$ cat src/design/cart_pkg.sv
// Shared widths, address constants and the response source type.
// Bus addresses are word addresses, bit 0 standing for address bit 1.
`default_nettype none

package cart_pkg;

	// ====================
	// Widths
	localparam int DATA_BITS      = 16;
	localparam int SRAM_DATA_BITS = 8;
	localparam int BUS_ADDR_BITS  = 23;
	localparam int DL_ADDR_BITS   = 25;
	localparam int ROM_SIZE_BITS  = 25;
	localparam int ROM_WORD_BITS  = 14;
	localparam int ROM_WORDS      = 2 ** ROM_WORD_BITS;
	localparam int SRAM_ADDR_BITS = 15;

	// Mapper geometry, eight windows of 512 KB each
	localparam int BANK_BITS     = 6;
	localparam int BANK_COUNT    = 8;
	localparam int WINDOW_BITS   = 18;
	localparam int ROM_ADDR_BITS = BANK_BITS + WINDOW_BITS;

	// 2M words, i.e. 4 MB
	localparam logic [ROM_SIZE_BITS-1:0] MAPPER_SIZE_WORDS = 25'h0200000;

	// ====================
	// Address map
	localparam logic [2:0]               SRAM_REGION     = 3'd1;
	localparam logic [BUS_ADDR_BITS-1:0] SRAM_QUIRK_ADDR = 23'h100000;
	localparam logic [DL_ADDR_BITS-1:0]  HEADER_ID_ADDR  = 25'h0000182;
	localparam logic [DL_ADDR_BITS-1:0]  HEADER_END_ADDR = 25'h0000190;

	// Source of an outstanding bus read
	typedef enum logic [1:0] {
		SRC_NONE,
		SRC_ROM,
		SRC_SRAM
	} read_src_t;

endpackage

`default_nettype wire
$ cat src/design/bank_mapper.sv
// Eight-window mapper, live only for images larger than 4 MB.
// Registers take low-lane writes in the timed register space.
`timescale 1ns/100ps
`default_nettype none

module bank_mapper (
	input  logic                               clk,
	input  logic                               reset,
	input  logic [cart_pkg::BUS_ADDR_BITS-1:0] bus_addr,
	input  logic [cart_pkg::DATA_BITS-1:0]     bus_wdata,
	input  logic                               bus_lwr,
	input  logic                               bus_time,
	input  logic                               bus_valid,
	input  logic                               bus_ready,
	input  logic [cart_pkg::ROM_SIZE_BITS-1:0] rom_size,
	output logic [cart_pkg::ROM_ADDR_BITS-1:0] rom_addr,
	output logic                               sram_bank
);
	import cart_pkg::*;

	logic [BANK_BITS-1:0] bank [BANK_COUNT];
	logic                 bank_use;
	logic                 mapper_en;
	logic                 reg_wr;

	assign mapper_en = rom_size > MAPPER_SIZE_WORDS;
	assign reg_wr    = bus_valid && bus_ready && bus_lwr && bus_time;

	always_ff @(posedge clk) begin
		if (reset) begin
			// Identity mapping
			for (int i = 0; i < BANK_COUNT; i++)
				bank[i] <= BANK_BITS'(i);
			bank_use  <= 1'b0;
			sram_bank <= 1'b0;
		end else if (reg_wr) begin
			if (!mapper_en)
				sram_bank <= bus_wdata[0];
			else if (bus_addr[2:0] != 3'd0) begin
				bank[bus_addr[2:0]] <= bus_wdata[BANK_BITS-1:0];
				bank_use            <= 1'b1;
			end else
				sram_bank <= bus_wdata[0];
		end
	end

	// Window from address bits 21:19, offset from bits 18:1
	assign rom_addr = bank_use ?
		{bank[bus_addr[20:18]], bus_addr[WINDOW_BITS-1:0]} :
		ROM_ADDR_BITS'(bus_addr);

endmodule

`default_nettype wire

$ cat config.mk
export PLATFORM = sky130hd
export DESIGN_NAME = bank_mapper
export DESIGN_NICKNAME = d
export VERILOG_FILES = /design/src/design/cart_pkg.sv /design/src/design/bank_mapper.sv
export SDC_FILE = /design/constraint.sdc
export NUM_CORES = 1
export LEC_CHECK = 0
export BUFFER_PORTS_ARGS = -buffer_cell sky130_fd_sc_hd__buf_2
export CAP_MARGIN = 20
export CORE_ASPECT_RATIO = 0.7
export CORE_MARGIN = 2
export CORE_UTILIZATION = 31
export DETAILED_ROUTE_END_ITERATION = 7
export SYNTH_ARGS = -nofsm -noshare
export SYNTH_HDL_FRONTEND = slang
export SYNTH_SLANG_ARGS = --single-unit
$ cat constraint.sdc
create_clock -name clk -period 2.07 [get_ports clk]
set_clock_uncertainty 0.05 [all_clocks]
set_input_delay 0.1035 -clock clk [delete_from_list [all_inputs] [get_ports clk]]
set_output_delay 0.1035 -clock clk [all_outputs]
set_load 0.01 [all_outputs]
==> results by group <==
Power and ir drop
  • Share of total power in the clock network: 0.361
  • Maximum vdd drop: a little over 0.3 mV
  • Leak Pwr: 1.14 nW
  • Sw frac: 0.223
  • PD cells: 714 mW/mm^2
  • Flop pwr share: 0.534
  • P_int: roughly 0.0017 W
  • Combinational Power Share: 0.105
  • Psw: around 0.0005 W

Placement
  • Area of placed instances: ~0.0029 mm^2
  • Routability-driven placement congestion ratio: between 0.7 and 0.8
  • Number of port buffers: between 50 and 60
  • Dpl hpwl: about 4800 um

Detailed routing
  • # DRC: 2
  • Vias: 1802
  • Post-DR wirelength/cell: around 17 um
  • WL final: a little over 6000 um
  • First DRT Iteration DRCs: between 150 and 200
  • Routed Antenna Nets: 0
  • Vias per inst: approximately 5.0
  • Drt first pass iters: 8

Logic synthesis
  • Syn Inst Count: 200
  • Synth unique cells: 35
  • Seq cells post-synth: 50
  • Syn. warnings: 0
  • Synth top area share: 0.560
  • Async S/R FF share, synth: 0
  • Post-synth EDFFs: 48
  • Synth Flop Type: edfxtp_1
  • Largest area contributor in the netlist: edfxtp_1
  • Post-Syn Area: around 0.0026 mm^2
  • Sequential fraction of the synthesis area: 0.576
  • Synth area leaders: edfxtp_1 56%, mux4_2 11%, buf_4 5.3%
  • Mean Syn Cell Area: 12.9 um^2

Timing
  • Least-Margin Pin Slew: ~1000 ps
  • RSZ-0062 raised after global routing: false
  • F_max: between 500 and 600 MHz
  • Worst hold slack: between 50 and 60 ps
  • Hold Vio Cnt, Final: 0
  • Final setup violation count: 0
  • Max_slew headroom: 0.310
  • Slew Viols, Final: 0
  • Period minus WS final: about 1800 ps
  • Crit share post-route: 0.861

Die
  • Die footprint: a little over 0.009 mm^2
  • Core Area: around 0.008 mm^2
  • Die height: 80.2 um
  • # rows: 27
  • DIE WIDTH: ~110 um
  • Initial Util: 0.323
  • I/O pin count: 95

Clock network
  • # clock sinks: 50
  • CTS tree: done
  • TritonCTS buffer count: 5
  • Clk root buf: clkbuf_16
  • # H-tree levels: 2
  • Clock-pin slew on the worst setup and hold paths: around 60 ps
  • Post-cts sizing count: 0
  • CTS Hold Bufs: 0
  • Worst-Skew Late Latency: 290 ps
  • CTS Buffer Depth: 2
  • Post-CTS setup buffers: 0

Worst setup path
  • Worst Path Max Fanout: 9
  • CP Class: input pin to register
  • Arr. time, crit path: between 1500 and 2000 ps
  • Crit path launch type: input pin
  • Setup crit end kind: register
  • Required @ worst endpoint: 1930 ps

Cells and area
  • Final Cell Area: 0.00310 mm^2
  • Final Core Density: 0.388
  • ANT cells: 0
  • Proportion of layout cells with a drive suffix above 1: 0.381
  • Fin nets: about 330
  • Layout area overhead: 20.3%

Worst hold path
  • Worst min-delay path category: input pin to register

GRT
  • GRT Total Usage: 0.144
  • Initial antenna violation count: 0
  • Largest net degree at the start of global routing: 17
  • First-pass GRT wire length: 9730 um
  • Number of global-route vias before repair: 1840
  • GR Overflow Total: 0

Job
  • Max Cap Viol: 0

Outcome
  • Failing checks: DRC
  • Status: complete, but fails checks
## stage by stage
stage / setup TNS [ps] / instances / setup slack (ps) / power [W]
CTS: 0 / 357 / 113 / 0.00222
detailed placement: -3060 / 349 / -188 / 0.00144
global route: 0 / 361 / 101 / 0.00229
floorplan: 0 / 205 / 72.8 / 0.00135
global placement: -1430 / 349 / -98.4 / 0.00143
finish: 0 / 361 / 288 / 0.00221
## Yosys cell counts (2+ instances only)
library cell	n
nor3_1	11
dfxtp_1	2
nand2_1	9
o2111ai_1	3
a21oi_1	3
buf_4	18
inv_1	8
o31ai_1	7
nor4_1	9
clkbuf_1	5
mux4_2	12
nor2_1	18
mux2i_1	4
nand4_1	2
edfxtp_1	48
buf_2	3
nand2b_1	7
and2_1	5
or3_1	3
o21ai_0	8
## routing by layer
metal	global-route usage	up-vias	share of wire
met2	0.234	85	0.46
met3	0.0279	4	0.086
met5	0	-	0
met1	0.200	854	0.45
li1	-	859	-
met4	0.0366	0	0.0020
## layout make-up
type	instances	area, um^2
sequential	50	1480
clock inverter	3	21.3
inverter	9	33.8
fill	763	4880
tap	101	126
multi-input combinational	119	897
clock buffer	5	125
timing repair buffer	74	410
## kinds of logic (layout without fill, tap and decap cells)
family	after synthesis	count (layout)	share of synthesized area
flops	50	50	0.576
buf+inv	36	91	0.0831
simple gates	73	73	0.157
other cells	1	6	0.00146
compound gates	24	24	0.0627
mux	16	16	0.121
## power groups by stage
stage	clock network [W]	logic [W]	registers [W]
2_1_floorplan	0	0.000159	0.00119
3_3_place_gp	0	0.000229	0.00120
3_5_place_dp	0	0.000232	0.00120
4_1_cts	0.000811	0.000233	0.00118
5_1_grt	0.000855	0.000254	0.00119
6_report	0.000797	0.000232	0.00118
## worst max-delay path, stage by stage
cell,delay [ps]
buf_2,80
and4_1,210
nor3b_4,210
o21ai_2,150
o31ai_1,880
## sequential cells by signal (all words and copies together) (netlist names)
signal and flops:
bank_use 1, sram_bank 1, bank 48
## layout by cell type, fill, tap and decap left out
| cell type | n |
|---|---|
| buf_2 | 57 |
| edfxtp_1 | 48 |
| nor2_1 | 18 |
| buf_4 | 16 |
| mux4_2 | 12 |
| nor3_1 | 11 |
| nand2_1 | 9 |
| nor4_1 | 9 |
| inv_1 | 8 |
| o21ai_0 | 8 |
| o31ai_1 | 7 |
| nand2b_1 | 7 |
| conb_1 | 6 |
| and2_1 | 5 |
| clkbuf_16 | 5 |
| mux2i_1 | 4 |
| a21oi_1 | 3 |
| o2111ai_1 | 3 |
| or3_1 | 3 |
| nand4_1 | 2 |
| dfxtp_1 | 2 |
| nand3_1 | 1 |
| nor4b_1 | 1 |
| nor3_2 | 1 |
| and4_1 | 1 |
| nor3b_4 | 1 |
| o21ai_2 | 1 |
| inv_2 | 1 |
| or2b_1 | 1 |
| o211ai_1 | 1 |
| nor2b_1 | 1 |
| o2111a_1 | 1 |
| or4_4 | 1 |
| or4_1 | 1 |
| clkinvlp_4 | 1 |
| clkinv_4 | 1 |
| clkinv_2 | 1 |
| clkbuf_2 | 1 |
## worst paths after layout
kind | slack [ps] | depth (start not counted) | start | end
max | 290 | 5 | bus_lwr | bank[4][2]$_SDFFCE_PN1P_
min | 60 | 3 | bus_wdata[0] | sram_bank$_SDFFE_PP0P_
max reg2reg | 1110 | 2 | bank_use$_SDFFE_PP0P_ | bank_use$_SDFFE_PP0P_
min reg2reg | 410 | 2 | sram_bank$_SDFFE_PP0P_ | sram_bank$_SDFFE_PP0P_
No activity file was read; power rests on OpenSTA's default activity.
