$ cat src/design/cart_pkg.sv
// Shared widths, address constants and the response source type.
// Bus addresses are word addresses, bit 0 standing for address bit 1.
`default_nettype none

package cart_pkg;

	// ====================
	// Widths
	localparam int DATA_BITS      = 16;
	localparam int SRAM_DATA_BITS = 8;
	localparam int BUS_ADDR_BITS  = 23;
	localparam int DL_ADDR_BITS   = 25;
	localparam int ROM_SIZE_BITS  = 25;
	localparam int ROM_WORD_BITS  = 14;
	localparam int ROM_WORDS      = 2 ** ROM_WORD_BITS;
	localparam int SRAM_ADDR_BITS = 15;

	// Mapper geometry, eight windows of 512 KB each
	localparam int BANK_BITS     = 6;
	localparam int BANK_COUNT    = 8;
	localparam int WINDOW_BITS   = 18;
	localparam int ROM_ADDR_BITS = BANK_BITS + WINDOW_BITS;

	// 2M words, i.e. 4 MB
	localparam logic [ROM_SIZE_BITS-1:0] MAPPER_SIZE_WORDS = 25'h0200000;

	// ====================
	// Address map
	localparam logic [2:0]               SRAM_REGION     = 3'd1;
	localparam logic [BUS_ADDR_BITS-1:0] SRAM_QUIRK_ADDR = 23'h100000;
	localparam logic [DL_ADDR_BITS-1:0]  HEADER_ID_ADDR  = 25'h0000182;
	localparam logic [DL_ADDR_BITS-1:0]  HEADER_END_ADDR = 25'h0000190;

	// Source of an outstanding bus read
	typedef enum logic [1:0] {
		SRC_NONE,
		SRC_ROM,
		SRC_SRAM
	} read_src_t;

endpackage

`default_nettype wire
$ cat src/design/header_detect.sv
// Quirk flags come from the 8-character product code at 0x182.
// Flags clear at each download start and settle after the word at 0x190.
`timescale 1ns/100ps
`default_nettype none

module header_detect (
	input  logic                              clk,
	input  logic                              reset,
	input  logic                              dl_active,
	input  logic [cart_pkg::DL_ADDR_BITS-1:0] dl_addr,
	input  logic [cart_pkg::DATA_BITS-1:0]    dl_data,
	input  logic                              dl_valid,
	input  logic                              dl_ready,
	output logic                              sram_quirk,
	output logic                              noram_quirk
);
	import cart_pkg::*;

	localparam logic [DL_ADDR_BITS-1:0] ID_WORD1 = HEADER_ID_ADDR + 25'd2;
	localparam logic [DL_ADDR_BITS-1:0] ID_WORD2 = HEADER_ID_ADDR + 25'd4;
	localparam logic [DL_ADDR_BITS-1:0] ID_WORD3 = HEADER_ID_ADDR + 25'd6;

	// Games that expect SRAM at the fixed address
	localparam int SRAM_ID_COUNT = 5;
	localparam logic [63:0] SRAM_IDS [SRAM_ID_COUNT] = '{
		"T-081276", "T-81406 ", "T-081586", "T-81576 ", "T-81476 "
	};
	// Game that probes for RAM and must not find any
	localparam logic [63:0] NORAM_ID = "T-113016";

	logic        dl_active_d;
	logic        accept;
	logic [63:0] cart_id;
	logic        sram_hit;
	logic [15:0] swapped;

	assign accept  = dl_active && dl_valid && dl_ready;
	assign swapped = {dl_data[7:0], dl_data[15:8]};

	always_ff @(posedge clk) begin
		if (accept) begin
			case (dl_addr)
				HEADER_ID_ADDR: cart_id[63:48] <= swapped;
				ID_WORD1:       cart_id[47:32] <= swapped;
				ID_WORD2:       cart_id[31:16] <= swapped;
				ID_WORD3:       cart_id[15:0]  <= swapped;
				default:        ;
			endcase
		end
	end

	always_comb begin
		sram_hit = 1'b0;
		for (int i = 0; i < SRAM_ID_COUNT; i++) begin
			if (cart_id == SRAM_IDS[i])
				sram_hit = 1'b1;
		end
	end

	always_ff @(posedge clk) begin
		if (reset) begin
			dl_active_d <= 1'b0;
			sram_quirk  <= 1'b0;
			noram_quirk <= 1'b0;
		end else begin
			dl_active_d <= dl_active;
			if (dl_active && !dl_active_d) begin
				sram_quirk  <= 1'b0;
				noram_quirk <= 1'b0;
			end else if (accept && dl_addr == HEADER_END_ADDR) begin
				sram_quirk  <= sram_hit;
				noram_quirk <= (cart_id == NORAM_ID);
			end
		end
	end

endmodule

`default_nettype wire

$ cat config.mk
export PLATFORM = sky130hd
export DESIGN_NAME = header_detect
export DESIGN_NICKNAME = d
export VERILOG_FILES = /design/src/design/cart_pkg.sv /design/src/design/header_detect.sv
export SDC_FILE = /design/constraint.sdc
export NUM_CORES = 1
export LEC_CHECK = 0
export BUFFER_PORTS_ARGS = -buffer_cell sky130_fd_sc_hd__buf_4
export CORE_ASPECT_RATIO = 1.75
export CORE_UTILIZATION = 40
export DETAILED_ROUTE_END_ITERATION = 7
export GPL_ROUTABILITY_DRIVEN = 1
export PLACE_DENSITY_LB_ADDON = 0.15
export SLEW_MARGIN = 40
export SYNTH_ARGS = -nofsm -noshare
export SYNTH_HDL_FRONTEND = slang
export SYNTH_SLANG_ARGS = --single-unit
export TNS_END_PERCENT = 1
$ cat constraint.sdc
create_clock -name clk -period 6.4 [get_ports clk]
set_clock_uncertainty 0.05 [all_clocks]
set_input_delay 1.28 -clock clk [delete_from_list [all_inputs] [get_ports clk]]
set_output_delay 1.28 -clock clk [all_outputs]
set_load 0.01 [all_outputs]
==> results.json <==
{
  "run_status": "finished clean",
  "wire_length_of_the_first_global_routing_pass_um": 7950,
  "global_route.overflow_total": 0,
  "postSynthCellCount": 136,
  "post_cts_resize_count": 0,
  "die-area_um2": 6470,
  "drt_wl_total_um": 5130,
  "rsz0062_at_grt": "no",
  "postCtsSetupBuffers": 0,
  "ir_drop_mv": 0.175,
  "power.share.switching_pct": 19.1,
  "count_of_vias_placed_by_the_detailed_router": 1494,
  "final_setup_fails": 0,
  "holdPathStages": 2,
  "final-seq-area_um2": 1980,
  "post_route_cells_drive_above_1_share_pct": 36.1,
  "synthArstFlopShare_pct": 0,
  "max-clock-path-buffers": 2,
  "maxCapViolations": 0,
  "ys_types": 24,
  "synth_warnings": 0,
  "worst-endpoint-arrival_ns": 3.15,
  "areaGrowthSynthToFinish_pct": 28.0,
  "timing.reg2reg.worst_path_depth": 5,
  "synth_top_flop_cell": "edfxtp_1",
  "num-nets-final": 243,
  "placement.io_buffers": 47,
  "part_of_the_total_power_dissipated_in_sequential_elements_pct": 57.6,
  "timing.reg2reg.setup_slack_ns": 4.50,
  "critical_path_peak_fanout": 9,
  "worst-endpoint-required_ns": 6.39,
  "synth_top_cell_by_area": "edfxtp_1",
  "yosys-top-cells-area": "edfxtp_1, dfxtp_1, nor4bb_1",
  "clock.fmax_mhz": 316,
  "sinks_on_clock_net": 67,
  "firstDrtPassIters": 4,
  "hold_violations": 0,
  "clockPowerShare_pct": 38.5,
  "critPathCaptureType": "register",
  "placement_rows": 37,
  "total_negative_slack_ns": 0,
  "i_o_pin_total": 48,
  "worstSkewPairLatency_ns": 0.33,
  "power.leakage_nw": 1.05,
  "detail_routed_via_count_per_cell": 5.34,
  "post-route-drc-count": 0,
  "detailedPlacementHpwl_um": 3750,
  "gp_routability_congestion": 0.773,
  "min_path_type": "register to register",
  "route.detailed.wl_per_inst_um": 18.3,
  "synth_commonest_cells": "edfxtp_1, nand4_1",
  "comb_power_share_pct": 3.9,
  "detailedRoute.firstIterationViolations": 84,
  "initial_core_util_pct": 41.8,
  "relSlewSlack_pct": 59.5,
  "final_hold_slack_ns": 0.427,
  "worst_slew_pin_slew_ns": 0.606,
  "antenna_found_initial": 0,
  "min-delay-start": "noram_quirk",
  "post_cts_hold_buffer_count": 0,
  "die_h_um": 106,
  "reg2reg_to": "noram_quirk",
  "power_per_cell_area_nw_per_um2": 265,
  "fillerInstances": 510,
  "min_period_over_period_pct": 49.4,
  "synth_seq_area_share_pct": 80.7,
  "period_needed_ns": 3.16,
  "synth_largest_type_area_fraction_pct": 78.2,
  "grt_max_degree": 17,
  "grt_pass1_vias": 1564,
  "multi_input_area_um2": 497,
  "tritoncts": "yes",
  "clk_root_buffer_cell": "clkbuf_8",
  "yosysMostFrequentCell": "edfxtp_1",
  "synthesized_flop_and_latch_total": 67,
  "antennaDiodeCount": 0,
  "floorplan.die.width_um": 61.3,
  "synth_nets": 182,
  "worst_r2r_startpoint": "cart_id[54]",
  "power.internal_w": 0.000674,
  "cts-htree-levels": 3,
  "timing.final.max_slew_violations": 0,
  "grt_use_total_pct": 18.3,
  "antenna_left": 0,
  "numCtsBuffers": 9,
  "synth_edf_count": 64,
  "timing_worst_setup_path_type": "primary input to register",
  "hold_path_end": "noram_quirk",
  "mean_instance_size_in_the_synthesized_netlist_um2": 18.1,
  "core_area_um2": 5880,
  "crit_path_start_kind": "primary input",
  "cts.clk_slew.worst_paths_ns": 0.06,
  "syn-cell-area_um2": 2460,
  "switching_power_w": 0.000159
}
final cells by class:
type | count | area share [%]
clock buffers | 9 | 3.94
clock inverters | 7 | 1.87
inverters | 2 | 0.239
multi-input cells | 67 | 15.8
flip-flops and latches | 67 | 63.0
well taps | 78 | 3.10
repair buffers | 50 | 12.1
metal layers:
layer	up-vias	part of all wire, %	wire [um]	GRT usage, %
li1	697	-	-	-
met2	54	58	2960	31.8
met5	-	0	0	0
met4	0	1.6	83	7.79
met1	734	36	1840	19.3
met3	9	4.6	237	5.89
stage by stage:
step | total power [W] | cell area (um2) | instances | worst slack [ns] | utilization [%]
floorplan | 0.000492 | 2460 | 136 | 2.31 | -
global placement | 0.000521 | 2950 | 263 | 2.85 | 50.2
detailed placement | 0.000522 | 2960 | 264 | 2.96 | 50.4
CTS | 0.000842 | 3140 | 280 | 3.31 | 53.5
global route | 0.000865 | 3150 | 280 | 3.03 | 53.5
finish | 0.000833 | 3150 | 280 | 3.24 | 53.5
flip-flops by register name, summed over array words and instances, names as in the netlist:
name	flops
cart_id	64
dl_active_d	1
noram_quirk	1
sram_quirk	1
logic make-up (layout without fill, tap and decap cells):
family | count (synthesis) | count (layout) | synth area share, %
compound gates | 6 | 6 | 1.88
buf+inv | 2 | 68 | 0.306
flops | 67 | 67 | 80.7
simple gates | 61 | 61 | 17.2
power by group through the flow:
stage | combinational [W] | sequential [W] | clock, W
final | 0.0000325 | 0.000480 | 0.000321
after global routing | 0.0000352 | 0.000479 | 0.000351
after CTS | 0.0000329 | 0.000480 | 0.000330
after detailed placement | 0.0000328 | 0.000489 | 0
after global placement | 0.0000317 | 0.000489 | 0
after floorplan | 0.00000283 | 0.000489 | 0
worst max-delay path by stage:
stage | slack, ns | depth (start not counted) | start | end
floorplan | 2.31 | 4 | dl_addr[17] | cart_id[0]
global placement | 2.85 | 5 | dl_addr[0] | cart_id[3]
detailed placement | 2.96 | 6 | dl_addr[13] | cart_id[7]
CTS | 3.31 | 6 | dl_addr[13] | cart_id[7]
global route | 3.03 | 6 | dl_addr[19] | cart_id[15]
finish | 3.24 | 6 | dl_addr[19] | cart_id[7]
worst max-delay path, cell delays in order:
cell      delay, ns
buf_4          0.11
nor4_1         0.41
nand2_1        0.20
nor3_1         0.27
nor4bb_4       0.66
buf_6          0.23
layout by cell type (no fill, tap or decap), types with 3 or more instances in the layout:
cell      count
nand4b_1      3
nor4_1        4
nor3_1        6
edfxtp_1     64
buf_4        49
nand2_1       5
nand3_1       4
clkbuf_8      9
clkinv_1      4
dfxtp_1       3
nand4_1       7
nor2_1        6
nor4b_1       4
nor4bb_1      5
nor4_2        5
and4_1        3
Note: power is estimated with default switching activity, not from simulation.
