[config.mk]
export PLATFORM = sky130hd
export DESIGN_NAME = bus_read_path_flat
export DESIGN_NICKNAME = d
export VERILOG_FILES = /design/src/design/cart_pkg.sv /design/src/design/rom_port_if.sv /design/src/design/bus_read_path.sv /design/src/flat_wrapper.sv
export SDC_FILE = /design/constraint.sdc
export NUM_CORES = 1
export LEC_CHECK = 0
export BUFFER_PORTS_ARGS = -buffer_cell sky130_fd_sc_hd__buf_2
export CAP_MARGIN = 20
export CORE_AREA = 2 2 79 81
export CTS_BUF_LIST = sky130_fd_sc_hd__clkbuf_8
export DETAILED_ROUTE_END_ITERATION = 8
export DIE_AREA = 0 0 81 83
export PLACE_DENSITY = 0.78
export SLEW_MARGIN = 20
export SYNTH_ARGS = -nofsm -noshare
export SYNTH_HDL_FRONTEND = slang
export SYNTH_SLANG_ARGS = --single-unit
[constraint.sdc]
create_clock -name clk -period 4.4 [get_ports clk]
set_input_delay 0.22 -clock clk [delete_from_list [all_inputs] [get_ports clk]]
set_output_delay 0.22 -clock clk [all_outputs]
set_load 0.005 [all_outputs]
[src/design/cart_pkg.sv]
// Shared widths, address constants and the response source type.
// Bus addresses are word addresses, bit 0 standing for address bit 1.
`default_nettype none

package cart_pkg;

	// ====================
	// Widths
	localparam int DATA_BITS      = 16;
	localparam int SRAM_DATA_BITS = 8;
	localparam int BUS_ADDR_BITS  = 23;
	localparam int DL_ADDR_BITS   = 25;
	localparam int ROM_SIZE_BITS  = 25;
	localparam int ROM_WORD_BITS  = 14;
	localparam int ROM_WORDS      = 2 ** ROM_WORD_BITS;
	localparam int SRAM_ADDR_BITS = 15;

	// Mapper geometry, eight windows of 512 KB each
	localparam int BANK_BITS     = 6;
	localparam int BANK_COUNT    = 8;
	localparam int WINDOW_BITS   = 18;
	localparam int ROM_ADDR_BITS = BANK_BITS + WINDOW_BITS;

	// 2M words, i.e. 4 MB
	localparam logic [ROM_SIZE_BITS-1:0] MAPPER_SIZE_WORDS = 25'h0200000;

	// ====================
	// Address map
	localparam logic [2:0]               SRAM_REGION     = 3'd1;
	localparam logic [BUS_ADDR_BITS-1:0] SRAM_QUIRK_ADDR = 23'h100000;
	localparam logic [DL_ADDR_BITS-1:0]  HEADER_ID_ADDR  = 25'h0000182;
	localparam logic [DL_ADDR_BITS-1:0]  HEADER_END_ADDR = 25'h0000190;

	// Source of an outstanding bus read
	typedef enum logic [1:0] {
		SRC_NONE,
		SRC_ROM,
		SRC_SRAM
	} read_src_t;

endpackage

`default_nettype wire
[src/design/rom_port_if.sv]
// Storage port: load writes from the loader, reads from the bus path.
// Writes win; rd_ready drops in any cycle with wr_valid high.
`timescale 1ns/100ps
`default_nettype none

interface rom_port_if;
	import cart_pkg::*;

	logic [ROM_WORD_BITS-1:0] wr_addr;
	logic [DATA_BITS-1:0]     wr_data;
	logic                     wr_valid;
	logic                     wr_ready;

	logic [ROM_WORD_BITS-1:0] rd_addr;
	logic                     rd_valid;
	logic                     rd_ready;
	logic [DATA_BITS-1:0]     rsp_data;
	logic                     rsp_valid;

	modport load_client (output wr_addr, wr_data, wr_valid, input wr_ready);
	modport bus_client (output rd_addr, rd_valid, input rd_ready, rsp_data, rsp_valid);
	modport store (input wr_addr, wr_data, wr_valid, rd_addr, rd_valid,
		output wr_ready, rd_ready, rsp_data, rsp_valid);

endinterface

`default_nettype wire

[src/design/bus_read_path.sv]
// One bus transaction at a time; response held until rd_ready.
// ROM reads answer in 3 cycles, SRAM in 2, register space in 1 with 0xFFFF.
`timescale 1ns/100ps
`default_nettype none

module bus_read_path (
	input  logic                                clk,
	input  logic                                reset,
	input  logic [cart_pkg::BUS_ADDR_BITS-1:0]  bus_addr,
	input  logic [cart_pkg::DATA_BITS-1:0]      bus_wdata,
	input  logic                                bus_lwr,
	input  logic                                bus_uwr,
	input  logic                                bus_time,
	input  logic                                bus_valid,
	output logic                                bus_ready,
	output logic [cart_pkg::DATA_BITS-1:0]      rd_data,
	output logic                                rd_valid,
	input  logic                                rd_ready,
	input  logic [cart_pkg::ROM_ADDR_BITS-1:0]  rom_addr,
	input  logic [cart_pkg::ROM_ADDR_BITS-1:0]  rom_mask,
	input  logic [cart_pkg::ROM_SIZE_BITS-1:0]  rom_size,
	input  logic                                sram_bank,
	input  logic                                sram_quirk,
	input  logic                                noram_quirk,
	output logic [cart_pkg::SRAM_ADDR_BITS-1:0] bus_sram_addr,
	output logic [cart_pkg::SRAM_DATA_BITS-1:0] bus_sram_wdata,
	output logic                                bus_sram_we,
	input  logic [cart_pkg::SRAM_DATA_BITS-1:0] bus_sram_q,
	output logic                                save_change,
	rom_port_if.bus_client                      rom
);
	import cart_pkg::*;

	read_src_t req_src;
	read_src_t pend_src;
	logic      accept;
	logic      is_read;
	logic      beyond_image;
	logic      sram_window;
	logic      sram_at_quirk;
	logic      sram_cs;
	logic      load_none;
	logic      load_sram;
	logic      load_rom;

	// ====================
	// SRAM select, address bits 23:21 live in bus_addr[22:20]
	assign beyond_image  = ROM_SIZE_BITS'(bus_addr) >= rom_size;
	assign sram_window   = (bus_addr[22:20] == SRAM_REGION) && !noram_quirk &&
		(sram_bank || (beyond_image && !(&bus_addr[19:18])));
	assign sram_at_quirk = sram_quirk && (bus_addr == SRAM_QUIRK_ADDR);
	assign sram_cs       = (sram_window || sram_at_quirk) && !bus_time;

	// Register space has nothing readable
	always_comb begin
		if (bus_time)
			req_src = SRC_NONE;
		else if (sram_cs)
			req_src = SRC_SRAM;
		else
			req_src = SRC_ROM;
	end

	assign bus_ready = (pend_src == SRC_NONE) && !rd_valid && rom.rd_ready;
	assign accept    = bus_valid && bus_ready;
	assign is_read   = !bus_lwr && !bus_uwr;

	// Storage read issues in the accept cycle
	assign rom.rd_valid = accept && is_read && (req_src == SRC_ROM);
	assign rom.rd_addr  = rom_addr[ROM_WORD_BITS-1:0] & rom_mask[ROM_WORD_BITS-1:0];

	assign bus_sram_addr  = bus_addr[SRAM_ADDR_BITS-1:0];
	assign bus_sram_wdata = bus_wdata[SRAM_DATA_BITS-1:0];
	assign bus_sram_we    = accept && bus_lwr && sram_cs;
	assign save_change    = bus_sram_we;

	assign load_none = accept && is_read && (req_src == SRC_NONE);
	assign load_sram = pend_src == SRC_SRAM;
	assign load_rom  = (pend_src == SRC_ROM) && rom.rsp_valid;

	// ====================
	// Response sequencing
	always_ff @(posedge clk) begin
		if (reset) begin
			pend_src <= SRC_NONE;
			rd_valid <= 1'b0;
		end else begin
			if (load_none || load_sram || load_rom)
				rd_valid <= 1'b1;
			else if (rd_ready)
				rd_valid <= 1'b0;
			if (accept && is_read && req_src != SRC_NONE)
				pend_src <= req_src;
			else if (load_sram || load_rom)
				pend_src <= SRC_NONE;
		end
	end

	// SRAM byte shows on both lanes
	always_ff @(posedge clk) begin
		if (load_none)
			rd_data <= '1;
		else if (load_sram)
			rd_data <= {bus_sram_q, bus_sram_q};
		else if (load_rom)
			rd_data <= rom.rsp_data;
	end

endmodule

`default_nettype wire

[src/flat_wrapper.sv]
// flat-port wrapper written by rule: the top's interface ports become plain ports
module bus_read_path_flat import cart_pkg::*;
  (clk, reset, bus_addr, bus_wdata, bus_lwr, bus_uwr, bus_time, bus_valid, bus_ready, rd_data, rd_valid, rd_ready, rom_addr, rom_mask, rom_size, sram_bank, sram_quirk, noram_quirk, bus_sram_addr, bus_sram_wdata, bus_sram_we, bus_sram_q, save_change, rom_rd_addr, rom_rd_valid, rom_rd_ready, rom_rsp_data, rom_rsp_valid);
  rom_port_if rom_i ();
  input  logic clk;
  input  logic reset;
  input  logic [cart_pkg::BUS_ADDR_BITS-1:0] bus_addr;
  input  logic [cart_pkg::DATA_BITS-1:0] bus_wdata;
  input  logic bus_lwr;
  input  logic bus_uwr;
  input  logic bus_time;
  input  logic bus_valid;
  output logic bus_ready;
  output logic [cart_pkg::DATA_BITS-1:0] rd_data;
  output logic rd_valid;
  input  logic rd_ready;
  input  logic [cart_pkg::ROM_ADDR_BITS-1:0] rom_addr;
  input  logic [cart_pkg::ROM_ADDR_BITS-1:0] rom_mask;
  input  logic [cart_pkg::ROM_SIZE_BITS-1:0] rom_size;
  input  logic sram_bank;
  input  logic sram_quirk;
  input  logic noram_quirk;
  output logic [cart_pkg::SRAM_ADDR_BITS-1:0] bus_sram_addr;
  output logic [cart_pkg::SRAM_DATA_BITS-1:0] bus_sram_wdata;
  output logic bus_sram_we;
  input  logic [cart_pkg::SRAM_DATA_BITS-1:0] bus_sram_q;
  output logic save_change;
  output wire logic [$bits(rom_i.rd_addr)-1:0] rom_rd_addr;
  output wire logic [$bits(rom_i.rd_valid)-1:0] rom_rd_valid;
  input wire logic [$bits(rom_i.rd_ready)-1:0] rom_rd_ready;
  input wire logic [$bits(rom_i.rsp_data)-1:0] rom_rsp_data;
  input wire logic [$bits(rom_i.rsp_valid)-1:0] rom_rsp_valid;
  assign rom_rd_addr = rom_i.rd_addr;
  assign rom_rd_valid = rom_i.rd_valid;
  assign rom_i.rd_ready = rom_rd_ready;
  assign rom_i.rsp_data = rom_rsp_data;
  assign rom_i.rsp_valid = rom_rsp_valid;
  bus_read_path u_core (.clk(clk), .reset(reset), .bus_addr(bus_addr), .bus_wdata(bus_wdata), .bus_lwr(bus_lwr), .bus_uwr(bus_uwr), .bus_time(bus_time), .bus_valid(bus_valid), .bus_ready(bus_ready), .rd_data(rd_data), .rd_valid(rd_valid), .rd_ready(rd_ready), .rom_addr(rom_addr), .rom_mask(rom_mask), .rom_size(rom_size), .sram_bank(sram_bank), .sram_quirk(sram_quirk), .noram_quirk(noram_quirk), .bus_sram_addr(bus_sram_addr), .bus_sram_wdata(bus_sram_wdata), .bus_sram_we(bus_sram_we), .bus_sram_q(bus_sram_q), .save_change(save_change), .rom(rom_i));
endmodule
==> metrics.md <==
| Metric | Value |
|---|---|
| Post-route clock period utilization | 52.7% |
| Crit start category | primary input |
| Slew headroom | 52.0% |
| Ys Warns | 0 |
| Worst hold path class | primary input to flip-flop |
| Worst path arrival time | 2.10 ns |
| Slew @ Worst Pin | 0.720 ns |
| Max-cap viol count | 0 |
| Placed inst area | 2500 um2 |
| Syn Std Cell Area | 1810 um2 |
| Skew final | 0.00324 ns |
| R2r setup slk | 2.73 ns |
| Starting DRC count in detailed routing | 51 |
| VDD IR-drop max | 0.182 mV |
| Clk slew on worst S/H paths | 0.07 ns |
| IO Count | 206 |
| H-tree depth | 1 |
| Chip Width | 81 um |
| Kind of critical path | primary input to output port |
| Die H | 83 um |
| Syn Area/Cell | 7.10 um2 |
| Synth area leaders | dfxtp_1 (21%), ha_1 (16%), buf_4 (10%) |
| DRT Pass-1 Iters | 4 |
| Synth Flop Type | dfxtp_1 |
| Power Density | 225 nW/um2 |
| Antenna diode count | 0 |
| Most used cell, CP | buf_2 |
| Synth top area share | 21.0% |
| Hold_buf cts | 0 |
| Synth async-reset ratio | 0% |
| #FFs+latches synth | 19 |
| CTS tree | built |
| Rows | 28 |
| Post-CTS Setup Bufs | 0 |
| Nets | 562 |
| Netlist cell types | 36 |
| Setup TNS | 0 ns |
| F_max | 431 MHz |
| Gr usage total | 15.3% |
| DP Wirelength | 4450 um |
| Post-route ant nets | 0 |
| Post-CTS sizing | 0 |
| Clk buf depth | 2 |
| Post-Layout Inst Area | 2550 um2 |
| Syn nets | 426 |
| Initial Util | 31.1% |
| Clock Sinks | 19 |
| Routability cong. | 0.765 |
| Unrepaired setup endpoints after global routing | false |
| Worst EP required | 4.18 ns |
| Die area | 6720 um2 |
| Vias | 2141 |
| Total length of routed wires | 5120 um |
| Clock root buffer | clkbuf_8 |
| Clock Latency Late Sink | 0.26 ns |
| Seq/Total Area, Yosys | 21.0% |
| Grt ovf | 0 |
| Commonest cells post-synth | nand2_1 (44), inv_1 (25), buf_4 (24) |
| Vias in the first global route | 2065 |
| Synthesis-to-layout area growth | 40.9% |
| Final hold violations | 0 |
| Delay-heaviest family, CP | simple AND/OR/NAND/NOR gates |
| Critical Path Fanout Max | 2 |
| Critical path's slowest cell | o311ai_1 |
| Placed insts | 461 |
| Cts bufs inserted | 3 |
| First-pass GRT wire length | 8560 um |
| Setup crit end kind | output port |
| I/O Buffers | 161 |
| Status | completed |
| DRC | 0 |
| Crit path buffers/inverters | 2 |
| Cell type with the largest total area after synthesis | dfxtp_1 |
| Largest net degree at the start of global routing | 25 |
| Fraction of layout cells with a size suffix above 1 | 42.8% |
| Fin cells | 465 |
| Most common cell in the netlist | nand2_1 |
| # setup viols final | 0 |
| Drt wl/cell | 11.0 um |
| Final min period | 2.32 ns |
| Crit-path cells | buf_2 > ha_1 > nand2_1 > nor3_1 > nand4_1 > o311ai_1 > o21ai_1 > nor4_1 > buf_2 |
| Max incr delay on CP | 0.37 ns |
| Post-synth EDFFs | 0 |
| DR vias/cell | 4.60 |
| Antenna violations before repair | 0 |
| P_leak | 1.51 nW |
| Cell count after synthesis | 255 |
| Area of the core | 5820 um2 |
| Slew Limit Fails | 0 |
worst reg2reg max path: stages, from the launching register on:
cell     delay (ns)
dfxtp_1        0.38
nor4b_4        0.35
nand4_1        0.57
a31oi_1        0.31
registers in the layout, indices dropped and copies added (netlist names):
| signal | flops |
|---|---|
| u_core.pend_src | 2 |
| u_core.rd_valid | 1 |
| u_core.rd_data | 16 |
through the flow:
stage                     hold slack, ns  util (%)  total power [mW]  setup WS, ns
final                              0.173      43.8             0.574          2.08
after global routing               0.177      43.8             0.625          1.83
after CTS                          0.179      43.8             0.581          2.05
after detailed placement           0.440      43.1             0.461          2.05
after global placement             0.440      43.1             0.454          2.05
after floorplan                    0.289         -             0.353          2.39
logic make-up after synthesis:
logic type	after synthesis	synth area share (%)
compound gates	40	13.0
fa+ha+maj	23	15.9
buf+inv	55	16.5
flops	19	21.0
simple gates	118	33.6
final timing paths:
| path | start | endpoint | cells after the start |
|---|---|---|---|
| setup / recovery | bus_addr[22] | save_change | 9 |
| hold / removal | reset | u_core.rd_valid | 2 |
| setup reg to reg | u_core.pend_src[0] | u_core.rd_valid | 3 |
| hold reg to reg | u_core.pend_src[1] | u_core.pend_src[1] | 2 |
layer usage:
layer	track usage [%]	up-vias	routed length (um)
met3	2.61	7	503
met1	17.6	925	2130
met4	6.01	0	90
met5	0	-	0
met2	27.4	104	2390
li1	-	1105	-
report_power, final:
group / switching [mW] / total (mW) / leakage [nW] / internal (mW)
logic: 0.0963 / 0.224 / 1.32 / 0.128
registers: 0.0188 / 0.232 / 0.158 / 0.213
clock network: 0.0564 / 0.118 / 0.0269 / 0.0621
final cells by class:
cell class,instances,area (um2)
clock inverter,1,3.75
inverter,25,93.8
sequential,19,380
timing repair buffer,161,806
fill,607,3270
tap,75,93.8
clock buffer,3,41.3
multi-input combinational,181,1130
layout by cell type, fill, tap and decap left out, types with 5 or more instances in the layout:
master	synthesis	layout
and2_1	14	14
o21ai_0	16	16
ha_1	23	23
a21oi_1	8	8
and3_1	16	16
nor4_1	5	5
nand2_1	44	44
inv_1	25	26
buf_2	1	161
nor2_1	17	17
dfxtp_1	19	19
Note: power is estimated with default switching activity, not from simulation.
