===== src/design/cart_pkg.sv =====
// Shared widths, address constants and the response source type.
// Bus addresses are word addresses, bit 0 standing for address bit 1.
`default_nettype none

package cart_pkg;

	// ====================
	// Widths
	localparam int DATA_BITS      = 16;
	localparam int SRAM_DATA_BITS = 8;
	localparam int BUS_ADDR_BITS  = 23;
	localparam int DL_ADDR_BITS   = 25;
	localparam int ROM_SIZE_BITS  = 25;
	localparam int ROM_WORD_BITS  = 14;
	localparam int ROM_WORDS      = 2 ** ROM_WORD_BITS;
	localparam int SRAM_ADDR_BITS = 15;

	// Mapper geometry, eight windows of 512 KB each
	localparam int BANK_BITS     = 6;
	localparam int BANK_COUNT    = 8;
	localparam int WINDOW_BITS   = 18;
	localparam int ROM_ADDR_BITS = BANK_BITS + WINDOW_BITS;

	// 2M words, i.e. 4 MB
	localparam logic [ROM_SIZE_BITS-1:0] MAPPER_SIZE_WORDS = 25'h0200000;

	// ====================
	// Address map
	localparam logic [2:0]               SRAM_REGION     = 3'd1;
	localparam logic [BUS_ADDR_BITS-1:0] SRAM_QUIRK_ADDR = 23'h100000;
	localparam logic [DL_ADDR_BITS-1:0]  HEADER_ID_ADDR  = 25'h0000182;
	localparam logic [DL_ADDR_BITS-1:0]  HEADER_END_ADDR = 25'h0000190;

	// Source of an outstanding bus read
	typedef enum logic [1:0] {
		SRC_NONE,
		SRC_ROM,
		SRC_SRAM
	} read_src_t;

endpackage

`default_nettype wire

===== src/design/rom_port_if.sv =====
// Storage port: load writes from the loader, reads from the bus path.
// Writes win; rd_ready drops in any cycle with wr_valid high.
`timescale 1ns/100ps
`default_nettype none

interface rom_port_if;
	import cart_pkg::*;

	logic [ROM_WORD_BITS-1:0] wr_addr;
	logic [DATA_BITS-1:0]     wr_data;
	logic                     wr_valid;
	logic                     wr_ready;

	logic [ROM_WORD_BITS-1:0] rd_addr;
	logic                     rd_valid;
	logic                     rd_ready;
	logic [DATA_BITS-1:0]     rsp_data;
	logic                     rsp_valid;

	modport load_client (output wr_addr, wr_data, wr_valid, input wr_ready);
	modport bus_client (output rd_addr, rd_valid, input rd_ready, rsp_data, rsp_valid);
	modport store (input wr_addr, wr_data, wr_valid, rd_addr, rd_valid,
		output wr_ready, rd_ready, rsp_data, rsp_valid);

endinterface

`default_nettype wire


===== src/design/image_loader.sv =====
// Writes downloaded words at the running size count; storage aliases high counts.
// Mask is the OR of every word address seen since the download started.
`timescale 1ns/100ps
`default_nettype none

module image_loader (
	input  logic                               clk,
	input  logic                               reset,
	input  logic                               dl_active,
	input  logic [cart_pkg::DL_ADDR_BITS-1:0]  dl_addr,
	input  logic [cart_pkg::DATA_BITS-1:0]     dl_data,
	input  logic                               dl_valid,
	output logic                               dl_ready,
	output logic [cart_pkg::ROM_SIZE_BITS-1:0] rom_size,
	output logic [cart_pkg::ROM_ADDR_BITS-1:0] rom_mask,
	rom_port_if.load_client                    rom
);
	import cart_pkg::*;

	logic                     dl_active_d;
	logic                     dl_start;
	logic                     accept;
	logic [ROM_SIZE_BITS-1:0] size_base;
	logic [ROM_ADDR_BITS-1:0] mask_base;

	assign dl_ready = rom.wr_ready;
	assign dl_start = dl_active && !dl_active_d;
	assign accept   = dl_active && dl_valid && dl_ready;

	// Start of a download restarts counting in the same cycle
	assign size_base = dl_start ? '0 : rom_size;
	assign mask_base = dl_start ? '0 : rom_mask;

	// ====================
	// Size, mask and write strobe
	always_ff @(posedge clk) begin
		if (reset) begin
			dl_active_d  <= 1'b0;
			rom_size     <= '0;
			rom_mask     <= '0;
			rom.wr_valid <= 1'b0;
		end else begin
			dl_active_d  <= dl_active;
			rom.wr_valid <= accept;
			if (accept) begin
				rom_size <= size_base + 1'b1;
				rom_mask <= mask_base | dl_addr[ROM_ADDR_BITS:1];
			end else begin
				rom_size <= size_base;
				rom_mask <= mask_base;
			end
		end
	end

	// Write payload, bytes swapped into bus order
	always_ff @(posedge clk) begin
		if (accept) begin
			rom.wr_addr <= size_base[ROM_WORD_BITS-1:0];
			rom.wr_data <= {dl_data[7:0], dl_data[15:8]};
		end
	end

endmodule

`default_nettype wire


===== src/flat_wrapper.sv =====
// flat-port wrapper written by rule: the top's interface ports become plain ports
module image_loader_flat import cart_pkg::*;
  (clk, reset, dl_active, dl_addr, dl_data, dl_valid, dl_ready, rom_size, rom_mask, rom_wr_addr, rom_wr_data, rom_wr_valid, rom_wr_ready);
  rom_port_if rom_i ();
  input  logic clk;
  input  logic reset;
  input  logic dl_active;
  input  logic [cart_pkg::DL_ADDR_BITS-1:0] dl_addr;
  input  logic [cart_pkg::DATA_BITS-1:0] dl_data;
  input  logic dl_valid;
  output logic dl_ready;
  output logic [cart_pkg::ROM_SIZE_BITS-1:0] rom_size;
  output logic [cart_pkg::ROM_ADDR_BITS-1:0] rom_mask;
  output wire logic [$bits(rom_i.wr_addr)-1:0] rom_wr_addr;
  output wire logic [$bits(rom_i.wr_data)-1:0] rom_wr_data;
  output wire logic [$bits(rom_i.wr_valid)-1:0] rom_wr_valid;
  input wire logic [$bits(rom_i.wr_ready)-1:0] rom_wr_ready;
  assign rom_wr_addr = rom_i.wr_addr;
  assign rom_wr_data = rom_i.wr_data;
  assign rom_wr_valid = rom_i.wr_valid;
  assign rom_i.wr_ready = rom_wr_ready;
  image_loader u_core (.clk(clk), .reset(reset), .dl_active(dl_active), .dl_addr(dl_addr), .dl_data(dl_data), .dl_valid(dl_valid), .dl_ready(dl_ready), .rom_size(rom_size), .rom_mask(rom_mask), .rom(rom_i));
endmodule

===== config.mk =====
export PLATFORM = sky130hd
export DESIGN_NAME = image_loader_flat
export DESIGN_NICKNAME = d
export VERILOG_FILES = /design/src/design/cart_pkg.sv /design/src/design/rom_port_if.sv /design/src/design/image_loader.sv /design/src/flat_wrapper.sv
export SDC_FILE = /design/constraint.sdc
export NUM_CORES = 1
export LEC_CHECK = 0
export BUFFER_PORTS_ARGS = -buffer_cell sky130_fd_sc_hd__clkbuf_2
export CORE_MARGIN = 8
export CORE_UTILIZATION = 33
export CTS_BUF_LIST = sky130_fd_sc_hd__clkbuf_8
export CTS_CLUSTER_SIZE = 40
export DETAILED_ROUTE_END_ITERATION = 8
export GPL_ROUTABILITY_DRIVEN = 0
export PLACE_DENSITY = 0.68
export SKIP_LAST_GASP = 1
export SLEW_MARGIN = 5
export SYNTH_ARGS = -nofsm -noshare
export SYNTH_HDL_FRONTEND = slang
export SYNTH_SLANG_ARGS = --single-unit

===== constraint.sdc =====
create_clock -name clk -period 3.59 [get_ports clk]
set_clock_uncertainty 0.1 [all_clocks]
set_input_delay 0.8975 -clock clk [delete_from_list [all_inputs] [get_ports clk]]
set_output_delay 0.8975 -clock clk [all_outputs]
set_load 0.05 [all_outputs]

==> results of run 1 <==
[area by class of cell]
| cell class | count | share of cell area, % |
|---|---|---|
| Sequential cell | 81 | 48.9 |
| Multi-Input combinational cell | 146 | 24.5 |
| Timing Repair Buffer | 130 | 16.9 |
| Tap cell | 108 | 3.44 |
| Clock buffer | 9 | 3.15 |
| Clock inverter | 7 | 2.36 |
| Inverter | 7 | 0.701 |
[path summary, 6_finish.rpt]
path / from / endpoint / slack, ps
hold / removal: u_core.rom_mask[17]$_SDFF_PP0_ / u_core.rom_mask[17]$_SDFF_PP0_ / 380
setup reg to reg: u_core.dl_active_d$_SDFF_PP0_ / u_core.rom_size[24]$_SDFF_PP0_ / 1270
setup / recovery: dl_active / u_core.rom_size[24]$_SDFF_PP0_ / 1010
hold reg to reg: u_core.rom_mask[17]$_SDFF_PP0_ / u_core.rom_mask[17]$_SDFF_PP0_ / 380
[cell families after synthesis]
group / Yosys count / share of synthesized area (%)
and+or+nand+nor: 91 / 17.3
xor gates and xnor gates: 18 / 5.32
adders and majority gates: 1 / 0.422
DFF: 81 / 64.9
AOI/OAI and AO/OA: 36 / 9.38
buffers and inverters: 19 / 2.70
[cells in the mapped netlist]
| cell type | number | share of area [%] |
|---|---|---|
| and4_1 | 3 | 0.89 |
| o31ai_1 | 1 | 0.25 |
| o21ai_0 | 3 | 0.51 |
| or3_4 | 1 | 0.38 |
| inv_1 | 6 | 0.76 |
| or3_1 | 3 | 0.63 |
| nand2_1 | 12 | 1.5 |
| clkinv_2 | 1 | 0.17 |
| buf_2 | 3 | 0.51 |
| nor2_1 | 22 | 2.8 |
| ha_1 | 1 | 0.42 |
| nor4b_1 | 1 | 0.30 |
| nand4_1 | 5 | 1.1 |
| buf_4 | 1 | 0.25 |
| xnor2_1 | 16 | 4.7 |
| a21o_1 | 1 | 0.25 |
| a21oi_1 | 6 | 1.0 |
| and3_1 | 4 | 0.84 |
| a22o_1 | 24 | 7.1 |
| nor3_1 | 1 | 0.17 |
| nand2b_1 | 2 | 0.42 |
| nand4_4 | 1 | 0.72 |
| o21bai_1 | 1 | 0.25 |
| nand3_1 | 7 | 1.2 |
| dfxtp_1 | 51 | 34 |
| and2_1 | 13 | 2.7 |
| nand3_2 | 2 | 0.68 |
| xor2_1 | 2 | 0.59 |
| clkbuf_1 | 8 | 1.0 |
| nor2b_1 | 2 | 0.42 |
| nor4_1 | 11 | 2.3 |
| edfxtp_1 | 30 | 30 |
| or4_1 | 1 | 0.25 |
[routing by layer]
metal | GRT usage (%) | vias up | share of wire [%] | wire [um]
met4 | 5.14 | 0 | 1.4 | 101
met3 | 3.73 | 10 | 5.7 | 419
li1 | - | 1145 | - | -
met2 | 18.8 | 81 | 48 | 3510
met1 | 14.4 | 1072 | 45 | 3340
met5 | 0 | - | 0 | 0
[sequential cells by signal, summed over array words and instances (netlist names)]
signal and flops:
u_core.rom.wr_data 16, u_core.rom_mask 24, u_core.dl_active_d 1, u_core.rom.wr_valid 1, u_core.rom_size 25, u_core.rom.wr_addr 14
[report_power, final]
part	internal [W]	switching (W)	leakage, nW
Clock	0.000392	0.000328	0.112
Sequential	0.000973	0.00000851	0.674
Combinational	0.0000413	0.000122	0.857
[layout by cell type (no fill, tap or decap), drive strengths merged, types with 3 or more instances in the layout]
cell    netlist  final
or3           4      4
buf           4      5
nor2         22     22
nor4         11     11
nand3         9      9
dfxtp        51     51
and2         13     13
and4          3      3
a21oi         6      6
nand2        12     12
and3          4      4
xnor2        16     16
inv           6     10
nand4         6      6
o21ai         3      3
clkbuf        8    134
edfxtp       30     30
a22o         24     24
[per-stage QoR]
step | area [um^2] | total power (W) | utilization (%) | setup slack (ps) | instances
floorplan | 2960 | 0.00111 | - | 576 | 246
global placement | 3710 | 0.00117 | 42.6 | 668 | 472
detailed placement | 3710 | 0.00117 | 42.6 | 638 | 472
CTS | 3930 | 0.00190 | 45.0 | 1010 | 488
global route | 3930 | 0.00195 | 45.0 | 843 | 488
finish | 3930 | 0.00186 | 45.0 | 1010 | 488
==> flow_metrics.tcl, run 1 <==
set metrics [dict create \
    whs_path_depth 1 \
    netlist_area_mm2 0.00296 \
    ctsResizeCount 0 \
    cpLargestDelayFamily "simple AND/OR/NAND/NOR gates" \
    setup_tns_ps 0 \
    crit_fanout 10 \
    drt_iter0_markers 72 \
    multi_input_area_um2 963 \
    crit_slowest_cell "or3_4" \
    viasPerCell 4.73 \
    endpoint_kind "register" \
    ys_types 33 \
    grt.overflow.total 0 \
    cts_max_path_buffers 2 \
    cts_setup_buffers 0 \
    fmax_mhz 388 \
    crit_chain "clkbuf_2 -> nand2b_1 -> and2_1 -> ha_1 -> nand4_4 -> or3_4 -> or3_1 -> a21oi_1" \
    hpwl_um 5560 \
    grt_pass1_wl_um 12000 \
    hold_viol_final 0 \
    port_buffers 125 \
    path_clk_slew_ps 80 \
    rsz0062_at_grt "false" \
    path_buf_inv 1 \
    path_class "input pin to register" \
    grt_max_degree 26 \
    antenna_found_initial 0 \
    required_ps 3760 \
    syn-num-nets 293 \
    syn_inst 246 \
    die_y_um 111 \
    drv_slew 0 \
    timing.final.crit_share_pct 71.7 \
    crit_cells 8 \
    dr.pass1.iters 4 \
    slew_headroom_pct 60.2 \
    yosysWarnings 0 \
    worstHoldPathType "register to register" \
    cts_inserted_buffers 9 \
    clock_sinks 81 \
    routed_wl_um 7370 \
    root_buffer "clkbuf_8" \
    power.leakage_nw 1.64 \
    die_w_um 111 \
    timing.max_cap.violations 0 \
    hold_ws_ps 383 \
    holdBufCountCts 0 \
    row_count 34 \
    core_area_mm2 0.00872 \
    tritoncts "yes" \
    drc 0 \
    yosysSeqAreaShare_pct 64.9 \
    clk_latency_ps 340 \
    tightest_slew_ps 591 \
    cp-start-kind "input pin" \
    regArea_mm2 0.00192 \
    area_growth_pct 32.6 \
    syn_area_per_cell_um2 12.0 \
    wire_per_inst_um 15.1 \
    critPathArrivalTime_ps 2740 \
    vdd_drop_max_uv 181 \
    finalNetCount 422 \
    vias 2308 \
    status "finished, final reports clean" \
    ioPinCount 127 \
    drive_gt1_share_pct 39.7 \
    n_antenna_cell 0 \
    nFillCells 836 \
    synth_seq_cells 81 \
    setup_viol 0 \
    grt_usage_pct 11.9 \
    die_area_mm2 0.0123 \
    cpPeakStageDelay_ps 440 \
    ant_nets 0 \
    period_needed_ps 2580 \
    grt_pass1_vias 2289 \
    start_util_pct 34.0 \
    p_per_area_mw_per_mm2 475 \
    h-tree-depth 3 \
    reg2reg_depth 7 \
]
Note: power is estimated with default switching activity, not from simulation.
==> run 2: changes to the inputs <==
==> constraint.sdc (replaced) <==
create_clock -name clk -period 2.4 [get_ports clk]
set_clock_uncertainty 0.1 [all_clocks]
set_input_delay 0.6 -clock clk [delete_from_list [all_inputs] [get_ports clk]]
set_output_delay 0.6 -clock clk [all_outputs]
set_load 0.05 [all_outputs]
==> run 2 against run 1 <==
Compared with the run above:
- critical path depth shrank 1
- non-clock buffer count is 5 higher
- clock-buffer cell count is 2 higher
- clock power up 37%
- largest cell class unchanged
- register-to-register slack got worse by 850 ps
- first-iteration DRC count increased by 85%
- combinational power rose by 54%
==> flow_metrics.tcl, run 2 (synthesis results as in run 1) <==
set metrics [dict create \
    antenna_found_initial 0 \
    nFillCells 831 \
    largest_reg_flops 25 \
    grt_max_degree 26 \
    multi_input_area_um2 988 \
    ant_nets 0 \
    clock_sinks 81 \
    drc 0 \
    port_buffers 125 \
    drive_gt1_share_pct 41.3 \
    row_count 34 \
    slew_headroom_pct 72.8 \
    vias 2342 \
    final_common_cell "clkbuf_2" \
    grt_pass1_vias 2337 \
    hold_viol_final 0 \
    total_power_w 0.00270 \
    tritoncts "yes" \
    rsz0062_at_grt "false" \
    n_antenna_cell 0 \
    grt.overflow.total 0 \
    regMostFlops "u_core.rom_size" \
    cts_setup_buffers 0 \
    grt_usage_pct 12.2 \
    tightest_slew_ps 407 \
    cpPeakStageDelay_ps 410 \
    finalNetCount 427 \
    drv_slew 0 \
    crit_fanout 5 \
    required_ps 2570 \
    core_area_mm2 0.00872 \
    ioPinCount 127 \
    setup_tns_ps 0 \
    status "finished, final reports clean" \
    cts_inserted_buffers 9 \
    die_w_um 111 \
    endpoint_kind "register" \
    timing.max_cap.violations 0 \
    dp_cells 477 \
    viasPerCell 4.75 \
    h-tree-depth 3 \
    critPathArrivalTime_ps 2150 \
    cp-start-kind "register" \
    hold_ws_ps 327 \
    dr.pass1.iters 4 \
    path_clk_slew_ps 80 \
    die_y_um 111 \
    vdd_drop_max_uv 237 \
    setup_viol 0 \
    wire_per_inst_um 15.6 \
    worstHoldPathType "input pin to register" \
    clk_latency_ps 340 \
    p_per_area_mw_per_mm2 681 \
    path_buf_inv 0 \
    cts_max_path_buffers 2 \
    power.leakage_nw 1.67 \
    fmax_mhz 505 \
    fin_cells 493 \
    timing.final.crit_share_pct 82.6 \
    path_class "register to register" \
    period_needed_ps 1980 \
    root_buffer "clkbuf_8" \
    routed_wl_um 7680 \
    die_area_mm2 0.0123 \
    drt_iter0_markers 133 \
    crit_chain "nand2b_4 -> and2_4 -> ha_4 -> nand4_4 -> or3_4 -> or3_1 -> a21oi_1" \
    final_cell_mix "clkbuf_2, dfxtp_1, edfxtp_1" \
    holdBufCountCts 0 \
    regArea_mm2 0.00192 \
    cpLargestDelayFamily "simple AND/OR/NAND/NOR gates" \
    hpwl_um 5740 \
    start_util_pct 34.0 \
    largest_registers "u_core.rom_size x25, u_core.rom_mask x24, u_core.rom.wr_data x16" \
    ctsResizeCount 0 \
    grt_pass1_wl_um 12200 \
    crit_slowest_cell "or3_4" \
    area_growth_pct 34.1 \
]
[run 2: cell types whose count changed in the layout (fill, tap and decap cells not counted), moves of 2 or more]
cell      change
clkbuf_8      +2
inv_4         -2
and2_4        +2
clkinv_2      +2
and2_1        -2
buf_4         +5
[run 2: path summary, 6_finish.rpt]
path / startpoint / to / slack (ps) / cells past startpoint
setup / recovery: u_core.dl_active_d$_SDFF_PP0_ / u_core.rom_size[24]$_SDFF_PP0_ / 420 / 7
hold / removal: dl_data[0] / u_core.rom.wr_data[8]$_DFFE_PP_ / 330 / 1
setup reg to reg: u_core.dl_active_d$_SDFF_PP0_ / u_core.rom_size[24]$_SDFF_PP0_ / 420 / 7
hold reg to reg: u_core.rom_mask[13]$_SDFF_PP0_ / u_core.rom_mask[13]$_SDFF_PP0_ / 380 / 1
[run 2: report_power, final]
| group | leakage (nW) | switching [W] | total (W) | internal [W] |
|---|---|---|---|---|
| sequential | 0.674 | 0.0000129 | 0.00147 | 0.00146 |
| combinational | 0.884 | 0.000185 | 0.000251 | 0.0000658 |
| clock | 0.112 | 0.000458 | 0.000985 | 0.000527 |
[run 2: area by class of cell]
class	count	area share, %
clock buffer	11	3.81
timing repair buffer	135	17.6
sequential	81	48.4
clock inverter	5	1.20
tap	108	3.40
multi-input combinational	146	24.9
inverter	7	0.693
[run 2: through the flow]
step | worst slack [ps] | util [%] | cell area (um^2)
floorplan | 14.9 | - | 3000
global placement | 130 | 43.3 | 3770
detailed placement | 109 | 43.3 | 3770
CTS | 392 | 45.6 | 3970
global route | 320 | 45.6 | 3970
finish | 418 | 45.6 | 3970
[run 2: per-layer routing]
metal / share of wire [%] / vias to the layer above / track usage [%] / wire, um
li1: - / 1159 / - / -
met3: 6.1 / 9 / 4.06 / 466
met1: 43 / 1110 / 14.4 / 3280
met5: 0 / - / 0 / 0
met2: 50 / 64 / 19.7 / 3850
met4: 1.1 / 0 / 5.14 / 84
==> run 3: changes to the inputs <==
--- a/config.mk
+++ b/config.mk
@@ -12,7 +12,7 @@
 export CTS_CLUSTER_SIZE = 40
 export DETAILED_ROUTE_END_ITERATION = 8
 export GPL_ROUTABILITY_DRIVEN = 0
-export PLACE_DENSITY = 0.68
+export PLACE_DENSITY = 0.7
 export SKIP_LAST_GASP = 1
 export SLEW_MARGIN = 5
 export SYNTH_ARGS = -nofsm -noshare
==> constraint.sdc (replaced) <==
create_clock -name clk -period 1.8 [get_ports clk]
set_clock_uncertainty 0.1 [all_clocks]
set_input_delay 0.45 -clock clk [delete_from_list [all_inputs] [get_ports clk]]
set_output_delay 0.45 -clock clk [all_outputs]
set_load 0.05 [all_outputs]
==> run 3 against run 2 <==
Compared with the run above:
- the run now ends with setup timing left
- first-iteration DRC count decreased by 20%
- die area did not move
- critical endpoint unchanged
- fmax rose by 7.1%
- utilization up 4.0 points
- non-clock buffer count up 21
- routed wire length grew 4.6%
- sequential share of layout area down 3.3 points
- total power rose by 38%
- largest cell class unchanged
- highest routed layer unchanged
==> flow_metrics.tcl, run 3 (synthesis results as in run 1) <==
set metrics [dict create \
    violations "setup timing" \
    drive_gt1_share_pct 51.7 \
    fmax_mhz 540 \
    tightest_slew_ps 421 \
    multi_input_area_mm2 0.00111 \
    grt_pass1_wl_um 12800 \
    final_cell_area_mm2 0.00432 \
    vdd_drop_max_uv 337 \
    path_buf_inv 0 \
    port_buffers 125 \
    path_clk_slew_ps 80 \
    cts_max_path_buffers 2 \
    endpoint_kind "register" \
    fin_ws_ps -51.1 \
    start_util_pct 34.0 \
    total_power_w 0.00373 \
    hpwl_um 5860 \
    crit_fanout 4 \
    root_buffer "clkbuf_8" \
    n_antenna_cell 0 \
    core_area_mm2 0.00872 \
    h-tree-depth 3 \
    cts_inserted_buffers 9 \
    holdBufCountCts 0 \
    die_y_um 111 \
    setup_viol 2 \
    crit_chain "nand2b_4 -> and2_4 -> ha_4 -> nand4_4 -> or3_4 -> or3_4 -> a21oi_2" \
    critPathArrivalTime_ps 2030 \
    nFillCells 814 \
    tritoncts "yes" \
    crit_slowest_cell "or3_4" \
    cpPeakStageDelay_ps 390 \
    largest_reg_flops 25 \
    ant_nets 0 \
    dr.pass1.iters 4 \
    place_area_mm2 0.00398 \
    timing.final.crit_share_pct 103 \
    grt_usage_pct 12.6 \
    clk_latency_ps 350 \
    regArea_mm2 0.00195 \
    worstHoldPathType "input pin to register" \
    finalNetCount 448 \
    largest_registers "u_core.rom_size x25, u_core.rom_mask x24, u_core.rom.wr_data x16" \
    cp-start-kind "register" \
    grt_pass1_vias 2547 \
    hold_viol_final 0 \
    r2r-start "u_core.dl_active_d$_SDFF_PP0_" \
    vias 2421 \
    antenna_found_initial 0 \
    wire_per_inst_um 15.6 \
    final_common_cell "clkbuf_2" \
    area_growth_pct 45.9 \
    hold_path_startpoint "dl_data[5]" \
    timing.max_cap.violations 0 \
    drv_slew 0 \
    cpLargestDelayFamily "simple AND/OR/NAND/NOR gates" \
    slew_headroom_pct 72.0 \
    path_class "register to register" \
    row_count 34 \
    rsz0062_at_grt "true" \
    p_per_area_mw_per_mm2 862 \
    drt_iter0_markers 106 \
    final_cell_mix "clkbuf_2, dfxtp_1, edfxtp_1" \
    grt.overflow.total 0 \
    ioPinCount 127 \
    setup_tns_ps -64.4 \
    period_needed_ps 1850 \
    viasPerCell 4.71 \
    required_ps 1980 \
    status "finished, violations left" \
    crit_top_cell "or3_4" \
    die_area_mm2 0.0123 \
    power.leakage_nw 1.86 \
    regMostFlops "u_core.rom_size" \
    crit_start "u_core.dl_active_d$_SDFF_PP0_" \
    grt_max_degree 35 \
    routed_wl_um 8030 \
    clock_sinks 81 \
    drc 0 \
    die_w_um 111 \
]
[run 3: final timing paths]
| path | end | slack [ps] | cells past startpoint |
|---|---|---|---|
| worst max-delay path | u_core.rom_size[24]$_SDFF_PP0_ | -50 | 7 |
| worst min-delay path | u_core.rom.wr_data[13]$_DFFE_PP_ | 170 | 1 |
| worst max register to register | u_core.rom_size[24]$_SDFF_PP0_ | -50 | 7 |
| worst min register to register | u_core.rom_mask[3]$_SDFF_PP0_ | 380 | 1 |
[run 3: metrics by stage]
step,utilization (%),std cells,worst slack (ps),hold WS [ps]
2_1_floorplan,-,246,-385,449
3_3_place_gp,45.7,495,-274,361
3_5_place_dp,45.7,495,-315,365
4_1_cts,48.5,512,-57.9,156
5_1_grt,49.6,514,-123,151
6_report,49.6,514,-51.1,168
[run 3: repair_timing]
action / in CTS / in global routing
pin swaps: 1 / 0
endpoints found under the setup margin: 6 / 16
gates resized for setup: 6 / 11
cloned: 0 / 0
buffers inserted: 1 / 2
[run 3: where the power goes]
group | total, W | internal (W) | switching, W
clock | 0.00141 | 0.000769 | 0.000646
sequential | 0.00195 | 0.00194 | 0.0000157
combinational | 0.000358 | 0.000104 | 0.000254
total | 0.00373 | 0.00281 | 0.000916
[run 3: routing by layer]
metal	wire length, um	share of wire (%)	global-route usage [%]
met4	102	1.3	4.23
met5	0	0	0
met1	3340	42	14.1
met2	4050	50	21.2
met3	538	6.7	5.14
[run 3: cell type report]
class	count	share of cell area, %
Clock buffer	9	2.87
Clock inverter	7	2.00
Inverter	7	0.898
Multi-Input combinational cell	146	25.6
Sequential cell	81	45.0
Tap cell	108	3.13
Timing Repair Buffer	156	20.4
